===== config.mk =====
export PLATFORM = sky130hd
export DESIGN_NAME = smu_ctrl_top
export DESIGN_NICKNAME = d
export VERILOG_FILES = /design/src/smu_ctrl_pkg.sv /design/src/ctrl_reg_file.sv /design/src/smu_ctrl_top.sv /design/src/spi_frame_rx.sv /design/src/spi_input_sync.sv /design/src/spi_periph_router.sv
export VERILOG_INCLUDE_DIRS = /design/src
export SDC_FILE = /design/constraint.sdc
export NUM_CORES = 1
export LEC_CHECK = 0
export BUFFER_PORTS_ARGS = -buffer_cell sky130_fd_sc_hd__clkbuf_2
export CORE_MARGIN = 2
export CORE_UTILIZATION = 60
export DETAILED_ROUTE_END_ITERATION = 7
export GPL_ROUTABILITY_DRIVEN = 0
export GPL_TIMING_DRIVEN = 1
export PLACE_DENSITY = 0.85
export SKIP_LAST_GASP = 1
export SLEW_MARGIN = 10
export SYNTH_ARGS = -nofsm -noshare
export SYNTH_HDL_FRONTEND = slang
export SYNTH_HIERARCHICAL = 1
export SYNTH_SLANG_ARGS = --single-unit

===== constraint.sdc =====
create_clock -name clk -period 3.35 [get_ports clk]
set_input_delay 0.335 -clock clk [delete_from_list [all_inputs] [get_ports clk]]
set_output_delay 0.335 -clock clk [all_outputs]
set_load 0.05 [all_outputs]

===== src/smu_ctrl_config.svh =====
////////////////////////////////////////
// widths, addresses and reset values of the control path
// addresses are 8 bit literals so they compare directly against the address byte
////////////////////////////////////////

`ifndef SMU_CTRL_CONFIG_SVH
`define SMU_CTRL_CONFIG_SVH

// control register width
`define SMU_REG_W            4
// frame fields
`define SMU_ADDR_W           8
`define SMU_CMD_W            8
`define SMU_FRAME_BITS       16
// frame bit counter width, saturates at all ones
`define SMU_CNT_W            5
// routed peripherals adc03, dac, flash, adc02
`define SMU_N_PERIPH         4
// synchronizer depth on raw spi lines
`define SMU_SYNC_STAGES      2

// register map
`define SMU_ADDR_LED         8'd7
`define SMU_ADDR_MUX         8'd8
`define SMU_ADDR_DAC         8'd9
`define SMU_ADDR_RAILS       8'd10
`define SMU_ADDR_SOFT_RESET  8'd11
`define SMU_ADDR_DAC_REF_MUX 8'd12
`define SMU_ADDR_ADC         8'd14
`define SMU_ADDR_CLAMP1      8'd15
`define SMU_ADDR_CLAMP2      8'd16
`define SMU_ADDR_RELAY_COM   8'd17
`define SMU_ADDR_RAILS_OE    8'd24

// reset values
`define SMU_RST_DEFAULT      4'h0
// active low switches come up off
`define SMU_RST_DAC_REF_MUX  4'hF
`define SMU_RST_CLAMP1       4'hF
`define SMU_RST_CLAMP2       4'hF
// rails output enable held off until firmware turns rails on
`define SMU_RST_RAILS_OE     4'h1

`endif


===== src/smu_ctrl_pkg.sv =====
////////////////////////////////////////
// shared types for the spi control path
// widths follow the config header
////////////////////////////////////////

`include "smu_ctrl_config.svh"

package smu_ctrl_pkg;

  // meaningful widths
  typedef logic [`SMU_REG_W-1:0]    ctrl_nib_t;
  typedef logic [`SMU_ADDR_W-1:0]   reg_addr_t;
  typedef logic [`SMU_CMD_W-1:0]    reg_cmd_t;
  typedef logic [`SMU_N_PERIPH-1:0] periph_vec_t;
  typedef logic [`SMU_CNT_W-1:0]    bit_cnt_t;

  // frame receiver fsm
  typedef enum logic [1:0] {
    idle,
    shift,
    done
  } rx_state_t;

  // synced spi events, strobes are one clk wide
  typedef struct packed {
    logic sclk_rise;
    logic mosi;
    logic frame_start;
    logic frame_end;
    logic special_n;
  } spi_evt_t;

  // complete frame, high byte address and low byte command
  typedef struct packed {
    logic      valid;
    reg_addr_t addr;
    reg_cmd_t  cmd;
  } spi_frame_t;

  // register bank as seen by the board pins
  typedef struct packed {
    ctrl_nib_t led;
    ctrl_nib_t mux;
    ctrl_nib_t dac;
    ctrl_nib_t rails;
    ctrl_nib_t dac_ref_mux;
    ctrl_nib_t adc;
    ctrl_nib_t clamp1;
    ctrl_nib_t clamp2;
    ctrl_nib_t relay_com;
    ctrl_nib_t rails_oe;
  } ctrl_regs_t;

endpackage


===== src/ctrl_reg_file.sv =====
////////////////////////////////////////
// ten 4 bit control registers with set, clear and toggle
// unknown addresses are ignored, soft reset restores per register values
////////////////////////////////////////

`timescale 1ns/1ns
`include "smu_ctrl_config.svh"

module ctrl_reg_file
  import smu_ctrl_pkg::*;
(
  input  logic       clk,
  input  logic       rst_n,
  input  spi_frame_t frame,
  output ctrl_regs_t regs
);

  ////////////////////////////////////////
  // reset values

  // shared by hard reset and the soft reset address
  localparam ctrl_regs_t RST_VALS = '{
    led:         `SMU_RST_DEFAULT,
    mux:         `SMU_RST_DEFAULT,
    dac:         `SMU_RST_DEFAULT,
    rails:       `SMU_RST_DEFAULT,
    dac_ref_mux: `SMU_RST_DAC_REF_MUX,
    adc:         `SMU_RST_DEFAULT,
    clamp1:      `SMU_RST_CLAMP1,
    clamp2:      `SMU_RST_CLAMP2,
    relay_com:   `SMU_RST_DEFAULT,
    rails_oe:    `SMU_RST_RAILS_OE
  };

  ////////////////////////////////////////
  // update rule

  // low nibble sets, high nibble clears
  // a bit both set and cleared toggles
  function automatic ctrl_nib_t apply_cmd(input ctrl_nib_t old, input reg_cmd_t cmd);
    ctrl_nib_t set_b;
    ctrl_nib_t clr_b;
    ctrl_nib_t both;
    set_b = cmd[`SMU_REG_W-1:0];
    clr_b = cmd[`SMU_CMD_W-1 -: `SMU_REG_W];
    both  = set_b & clr_b;
    // toggle wins, other bits untouched
    if (|both)
      return old ^ both;
    // set first, then clear
    return (old | set_b) & ~clr_b;
  endfunction

  ////////////////////////////////////////
  // register bank

  always_ff @(posedge clk)
  begin
    if (!rst_n)
      regs <= RST_VALS;
    else if (frame.valid)
    begin
      case (frame.addr)
        // leds
        `SMU_ADDR_LED:         regs.led <= apply_cmd(regs.led, frame.cmd);
        // peripheral chip select routing
        `SMU_ADDR_MUX:         regs.mux <= apply_cmd(regs.mux, frame.cmd);
        // dac control lines
        `SMU_ADDR_DAC:         regs.dac <= apply_cmd(regs.dac, frame.cmd);
        `SMU_ADDR_RAILS:       regs.rails <= apply_cmd(regs.rails, frame.cmd);
        // everything back to power up state
        `SMU_ADDR_SOFT_RESET:  regs <= RST_VALS;
        `SMU_ADDR_DAC_REF_MUX:
        begin
          regs.dac_ref_mux <= apply_cmd(regs.dac_ref_mux, frame.cmd);
        end
        // adc02 reset and mode pins
        `SMU_ADDR_ADC:         regs.adc <= apply_cmd(regs.adc, frame.cmd);
        // clamps are active low
        `SMU_ADDR_CLAMP1:      regs.clamp1 <= apply_cmd(regs.clamp1, frame.cmd);
        `SMU_ADDR_CLAMP2:      regs.clamp2 <= apply_cmd(regs.clamp2, frame.cmd);
        `SMU_ADDR_RELAY_COM:
        begin
          regs.relay_com <= apply_cmd(regs.relay_com, frame.cmd);
        end
        // rails enable, bit 0 high keeps rails off
        `SMU_ADDR_RAILS_OE:    regs.rails_oe <= apply_cmd(regs.rails_oe, frame.cmd);
        // unmapped address, nothing changes
        default:               regs <= regs;
      endcase
    end
  end

endmodule


===== src/smu_ctrl_top.sv =====
////////////////////////////////////////
// spi control path of the smu board fpga
// sclk, mosi and adc drdy go straight through to the board
////////////////////////////////////////

`timescale 1ns/1ns
`include "smu_ctrl_config.svh"

module smu_ctrl_top
  import smu_ctrl_pkg::*;
(
  input  logic        clk,
  input  logic        rst_n,
  // host spi
  input  logic        sclk,
  input  logic        cs_n,
  input  logic        mosi,
  input  logic        special_n,
  output logic        miso,
  // peripheral spi
  input  periph_vec_t periph_miso,
  output logic        periph_sclk,
  output logic        periph_mosi,
  output periph_vec_t periph_cs_n,
  // adc02 data ready, active low
  input  logic        adc_drdy_n,
  output logic        irq_n,
  // register bank to the board pins
  output ctrl_regs_t  regs
);

  spi_evt_t   evt;
  spi_frame_t frame;

  ////////////////////////////////////////
  // pass through

  // shared by all peripherals
  assign periph_sclk = sclk;
  assign periph_mosi = mosi;
  // single interrupt source for now
  assign irq_n = adc_drdy_n;

  ////////////////////////////////////////
  // register path

  spi_input_sync u_sync (
    .clk       (clk),
    .rst_n     (rst_n),
    .sclk      (sclk),
    .cs_n      (cs_n),
    .mosi      (mosi),
    .special_n (special_n),
    .evt       (evt)
  );

  spi_frame_rx u_rx (
    .clk   (clk),
    .rst_n (rst_n),
    .evt   (evt),
    .frame (frame)
  );

  ctrl_reg_file u_regs (
    .clk   (clk),
    .rst_n (rst_n),
    .frame (frame),
    .regs  (regs)
  );

  // routing works on the raw lines with no clk delay
  spi_periph_router u_route (
    .cs_n        (cs_n),
    .special_n   (special_n),
    .mux         (regs.mux),
    .periph_miso (periph_miso),
    .periph_cs_n (periph_cs_n),
    .miso        (miso)
  );

endmodule


===== src/spi_frame_rx.sv =====
////////////////////////////////////////
// collects one spi frame between cs_n fall and rise
// only exact 16 bit frames with special_n high are passed on
////////////////////////////////////////

`timescale 1ns/1ns
`include "smu_ctrl_config.svh"

module spi_frame_rx
  import smu_ctrl_pkg::*;
(
  input  logic       clk,
  input  logic       rst_n,
  input  spi_evt_t   evt,
  output spi_frame_t frame
);

  rx_state_t state_q;
  bit_cnt_t  bit_cnt_q;
  // frame payload, first bit ends up in the msb
  logic [`SMU_FRAME_BITS-1:0] shreg_q;
  logic shift_en;
  logic frame_ok;

  // no shifting on the closing cycle
  assign shift_en = (state_q == shift) && evt.sclk_rise && !evt.frame_end;

  always_ff @(posedge clk)
  begin
    if (!rst_n)
    begin
      state_q   <= idle;
      bit_cnt_q <= '0;
    end
    else
    begin
      case (state_q)
        idle:
        begin
          if (evt.frame_start)
          begin
            state_q   <= shift;
            bit_cnt_q <= '0;
          end
        end
        shift:
        begin
          if (evt.frame_end)
            state_q <= done;
          // saturate so long frames never wrap back to 16
          else if (shift_en && bit_cnt_q != '1)
            bit_cnt_q <= bit_cnt_q + 1'b1;
        end
        // one cycle for the valid strobe
        default: state_q <= idle;
      endcase
    end
  end

  // d into lsb, shift toward msb
  always_ff @(posedge clk)
  begin
    if (shift_en)
      shreg_q <= {shreg_q[`SMU_FRAME_BITS-2:0], evt.mosi};
  end

  // peripheral traffic with special_n low is not for the bank
  assign frame_ok = (bit_cnt_q == bit_cnt_t'(`SMU_FRAME_BITS)) && evt.special_n;

  assign frame = '{valid: (state_q == done) && frame_ok,
                   addr:  shreg_q[`SMU_FRAME_BITS-1 -: `SMU_ADDR_W],
                   cmd:   shreg_q[`SMU_CMD_W-1:0]};

endmodule


===== src/spi_input_sync.sv =====
////////////////////////////////////////
// brings raw spi lines into the clk domain
// strobes lag the raw edge by 3 clk, host half period must be >= 4 clk
////////////////////////////////////////

`timescale 1ns/1ns
`include "smu_ctrl_config.svh"

module spi_input_sync
  import smu_ctrl_pkg::*;
(
  input  logic     clk,
  input  logic     rst_n,
  input  logic     sclk,
  input  logic     cs_n,
  input  logic     mosi,
  input  logic     special_n,
  output spi_evt_t evt
);

  // line order {sclk, cs_n, mosi, special_n}
  // idle levels with bus released
  localparam logic [3:0] LINE_IDLE = 4'b0101;

  logic [`SMU_SYNC_STAGES-1:0][3:0] sync_q;
  logic sclk_s;
  logic cs_n_s;
  logic mosi_s;
  logic special_n_s;
  // previous synced levels for edge detect
  logic sclk_prev;
  logic cs_n_prev;

  // last stage of the chain
  assign {sclk_s, cs_n_s, mosi_s, special_n_s} = sync_q[`SMU_SYNC_STAGES-1];

  always_ff @(posedge clk)
  begin
    if (!rst_n)
    begin
      sync_q    <= {`SMU_SYNC_STAGES{LINE_IDLE}};
      sclk_prev <= 1'b0;
      cs_n_prev <= 1'b1;
      evt       <= '{sclk_rise: 1'b0, mosi: 1'b0, frame_start: 1'b0,
                     frame_end: 1'b0, special_n: 1'b1};
    end
    else
    begin
      // raw lines enter at stage 0
      sync_q    <= {sync_q[`SMU_SYNC_STAGES-2:0], {sclk, cs_n, mosi, special_n}};
      sclk_prev <= sclk_s;
      cs_n_prev <= cs_n_s;
      // registered strobes
      evt.sclk_rise   <= sclk_s & ~sclk_prev;
      // cs_n fall opens a frame, rise closes it
      evt.frame_start <= ~cs_n_s & cs_n_prev;
      evt.frame_end   <= cs_n_s & ~cs_n_prev;
      // levels kept aligned with the strobes
      evt.mosi        <= mosi_s;
      evt.special_n   <= special_n_s;
    end
  end

endmodule


===== src/spi_periph_router.sv =====
////////////////////////////////////////
// combinational chip select fan out and miso select
// peripherals only see cs_n while special_n is low
////////////////////////////////////////

`timescale 1ns/1ns
`include "smu_ctrl_config.svh"

module spi_periph_router
  import smu_ctrl_pkg::*;
(
  input  logic        cs_n,
  input  logic        special_n,
  input  ctrl_nib_t   mux,
  input  periph_vec_t periph_miso,
  output periph_vec_t periph_cs_n,
  output logic        miso
);

  // one mux bit per peripheral
  periph_vec_t sel;

  assign sel = mux[`SMU_N_PERIPH-1:0];

  // special_n high means the host talks to the bank
  // keep every peripheral deselected then
  assign periph_cs_n = (special_n || cs_n) ? '1 : ~sel;

  // or of selected peripheral outputs
  // bank has no readback so miso stays 0 with special_n high
  assign miso = !special_n && (|(sel & periph_miso));

endmodule


# Yosys cells after proc, flatten, opt, wreduce, memory -nomap -nowiden
# Index checks and enable logic that the tools add are counted.
# op_classes
mux	69
addsub	1
n_bitwise	40
reduce_logical	35
eq_ne	19
# op_table
op	count
$mux 4	21
$pmux 4 s2	10
$eq 8x4->1 const B	7
$and 4x4->4	12
$or 4x4->4	10
$xor 4x4->4	10
$mux 1	31
$eq 8x5->1 const B	3
$reduce_and 2->1	11
$reduce_bool 2->1	11
$mux 5	3
$pmux 5 s2	1
$eq 8x3->1 const B	1
$ne 2x2->1 const B	4
$not 4->4	2
$reduce_or 4->1	2
$logic_and 1x1->1	6
$add 5x1->5 const B	1
$eq 5x5->1 const B	1
$ne 5x5->1 const B	1
$mux 2	2
$pmux 2 s2	1
$reduce_and 4->1	1
$and 1x1->1	3
other kinds (6)	9
# word_totals
wordCells	186
inputBits	11
output_inout_bits	48
reg_bits	78

# Logic depth before layout (Yosys ltp)
# logic_depth
depth_word	8
mapped_depth	9
depth_no_buf	8

# Cells and area by module
# The synthesis kept the hierarchy.
# modules_own_cells
module	seq_area_each_um2	cells_per_inst	n_inst	area_each_um2
ctrl_reg_file	800.8	301	1	2404.8
spi_frame_rx	620.6	62	1	905.9
spi_input_sync	300.3	31	1	415.4
spi_periph_router	0.0	8	1	38.8
smu_ctrl_top	0.0	3	1	22.5

# Least setup slack after synthesis
# No wires, ideal clock.
# synth_timing
path_kind	register to register
startpoint	register u_rx.bit_cnt_q[0]
endpoint	register u_regs/regs[20] (netlist name)
path_stages_with_launch	10
required_time_ns	3.209
arrival_ns	2.130
path_buffers	1
setup_slack_ns	1.079
setup_time_ns	0.141
path_cell_list	dfxtp_1 inv_1 ha_1 nand4_1 nor4_1 or4b_4 or4b_1 clkbuf_1 o21ai_1 o31ai_1
# synth_rtl
element	line	rtl
start, declared	spi_frame_rx.sv:19	bit_cnt_t bit_cnt_q;
start signal, assigned	spi_frame_rx.sv:52	bit_cnt_q <= bit_cnt_q + 1'b1;

==> out/metrics.cfg <==
[global_route]
overflow = 0
grt_pass1_vias = 3034
antenna_found_initial = 0
grt_pass1_wl_mm = 15.20
grt_usage_pct = 27.24
grt_max_degree = 24

[final_layout]
drive_gt1_share_pct = 21.76
layout_commonest_cell = dfxtp_1
layout_common_cells = 62 x dfxtp_1, 56 x clkbuf_2, 34 x nand3_1
post-route-util_pct = 70.76
area_delta_synth_final_pct = 12.59
diodes = 0
final_nets = 464
fill_cells = 464

[yosys]
yosys.area.top_type_share_pct = 32.77
yosysTopAreaCell = dfxtp_1
yosys-top-cells-area = dfxtp_1 33%, edfxtp_1 13%, nand3_1 4.5%, o21ai_0 4.2%, a211oi_1 3.4%
yosysUniqueCellTypes = 70
synth.net_count = 419
ys_seq_area_share_pct = 45.46
ys_async_sr_fraction_pct = 0
synth_ff_type = dfxtp_1
synth-seq-cells = 78
synth-edff-count = 16
avgSynthCellArea_sq_um = 9.352
syn_inst = 405
netlist_area_sq_um = 3787
yosys_warnings = 6

[sta]
slew_headroom_pct = 38.90
tightest_slew_ns = 0.9166
setup_viol = 0
tns_ns = 0
finalCritPeriodShare_pct = 77.81
hold_slack_ns = 0.1692
finalHoldViolations = 0
rsz0062_at_grt = no
finalClockSkew_ns = 0.006385
final-max-slew-violation-count = 0
max_freq_mhz = 383.6
period_minus_slack_ns = 2.607

[clock_tree]
cts_root_buf = clkbuf_8
ctsHoldBuffers = 0
worstSkewPairLatency_ns = 0.36
clk_path_buf_depth = 2
cts_max_level = 3
cts_resized = 0
clk_pin_slew_ns = 0.09
cts.sinks = 78
cts_buffers = 9
cts_tree = done
cts_setup_buffers = 0

[floorplan]
die-area_sq_um = 6964
initial_core_util_pct = 62.85
die_w_microns = 83.45
fp-row-count = 28
die_height_microns = 83.45
io_pins = 59
coreArea_sq_um = 6026

[setup_path]
startpoint_type = flop
critical_path_class = flop to flop
cp_data_required_time_ns = 3.59
cp-end-kind = flop
worstPathMaxFanout = 14
critPathArrivalTime_ns = 2.85

[place]
hpwl_mm = 6.249
io_buffers = 56

[outcome]
status = finished clean

[drt]
vias_per_cell = 6.377
ant_nets = 0
avgRoutedWirePerCell_microns = 17.49
dr.pass1.iters = 5
vias = 3380
drtIter0Drc = 396
wl_met3_microns = 730
routed_wl_mm = 9.268
met1_length_mm = 4.121
met2_length_mm = 4.245
drcViolationCount = 0
top_layer_used = met4

[pwr]
power_leakage_uw = 0.001599
max-vdd-ir-drop_uv = 290.1
powerDensity_nw_per_um2 = 404.0

[hold_path]
hold_class = input port to flop

[job]
drv_cap = 0

==> kinds of logic (layout without fill, tap and decap cells) <==
family                     count (synthesis)  after routing  share of synthesized area (%)
muxes                                      2              2                         0.5286
AOI/OAI and AO/OA                        131            131                          24.25
buffers and inverters                     46             96                          5.517
xor gates and xnor gates                   3              3                         0.6939
DFF                                       78             78                          45.46
and+or+nand+nor                          142            142                          22.56
adders and majority gates                  3              3                         0.9912
==> stage by stage <==
stage          power (uW)  worst slack, ns  instances  area, sq um
4_1_cts              1729           0.7888        530         4264
6_report             1723           0.7432        530         4264
3_3_place_gp         1065           0.9009        514         4079
2_1_floorplan        1050            1.079        405         3787
3_5_place_dp         1068           0.8096        514         4079
5_1_grt              1782           0.5302        530         4264
==> per-layer routing <==
layer  global-route usage [%]  vias up
met5                        0        -
met4                    10.56        0
met3                    5.440       17
met2                    41.13      150
met1                    38.67     1592
li1                         -     1621
==> registers in the layout, indices dropped and copies added (netlist names), 2 cells and up <==
name	cells
u_regs/regs	40
u_rx/shreg_q	16
u_rx/bit_cnt_q	5
u_sync/evt	5
u_sync/sync_q	4
u_rx/state_q	2
==> synth_stat cells (3+ instances only) <==
cell,instances
dfxtp_1,62
a31oi_1,7
a2111oi_2,4
a21o_1,4
nand2_1,17
nand2b_1,5
and2_1,9
and3b_1,5
o21a_1,3
buf_4,4
and3_1,4
o21ai_0,32
or2b_1,5
a22o_1,7
inv_1,15
nor3b_1,3
a311oi_1,3
buf_2,5
o21ai_1,7
ha_1,3
a22oi_1,6
nand3b_1,3
clkbuf_1,16
a31o_2,3
o22a_1,5
o31ai_1,6
a21oi_1,12
edfxtp_1,16
buf_1,3
nor2_1,27
nand3_1,34
a211oi_1,17
nand4_1,4
==> final timing paths <==
kind	from	to	slack [ns]	cells after the start
max	u_rx/bit_cnt_q[0]	u_regs/regs[21]	0.74	8
max reg2reg	u_rx/bit_cnt_q[0]	u_regs/regs[21]	0.74	8
min	cs_n	u_sync/sync_q[2]	0.17	2
min reg2reg	u_sync/sync_q[2]	u_sync/cs_n_s	0.41	1
==> final cells by class <==
class / instances / area, sq um / share of cell area, %
multi-input combinational: 281 / 1863 / 43.69
sequential: 78 / 1722 / 40.38
timing repair buffer: 64 / 340.3 / 7.981
clock buffer: 9 / 123.9 / 2.905
tap: 75 / 93.84 / 2.201
clock inverter: 7 / 61.31 / 1.438
inverter: 16 / 60.06 / 1.408
==> worst max-delay path, stage by stage (launching register included) <==
cell     delay, ns
dfxtp_1       0.33
inv_1         0.09
ha_1          0.15
nand4_1       0.08
nor4_1        0.24
or4b_4        0.64
or4b_1        0.67
o21ai_1       0.20
o31ai_1       0.09
==> power breakdown <==
part / switching, uW / leakage, uW / total (uW) / internal (uW)
logic: 51.1 / 0.000853 / 74.4 / 23.4
clock network: 390 / 0.0000975 / 676 / 286
registers: 7.38 / 0.000648 / 972 / 965
total: 448 / 0.00160 / 1720 / 1270
Note: power is estimated with default switching activity, not from simulation.
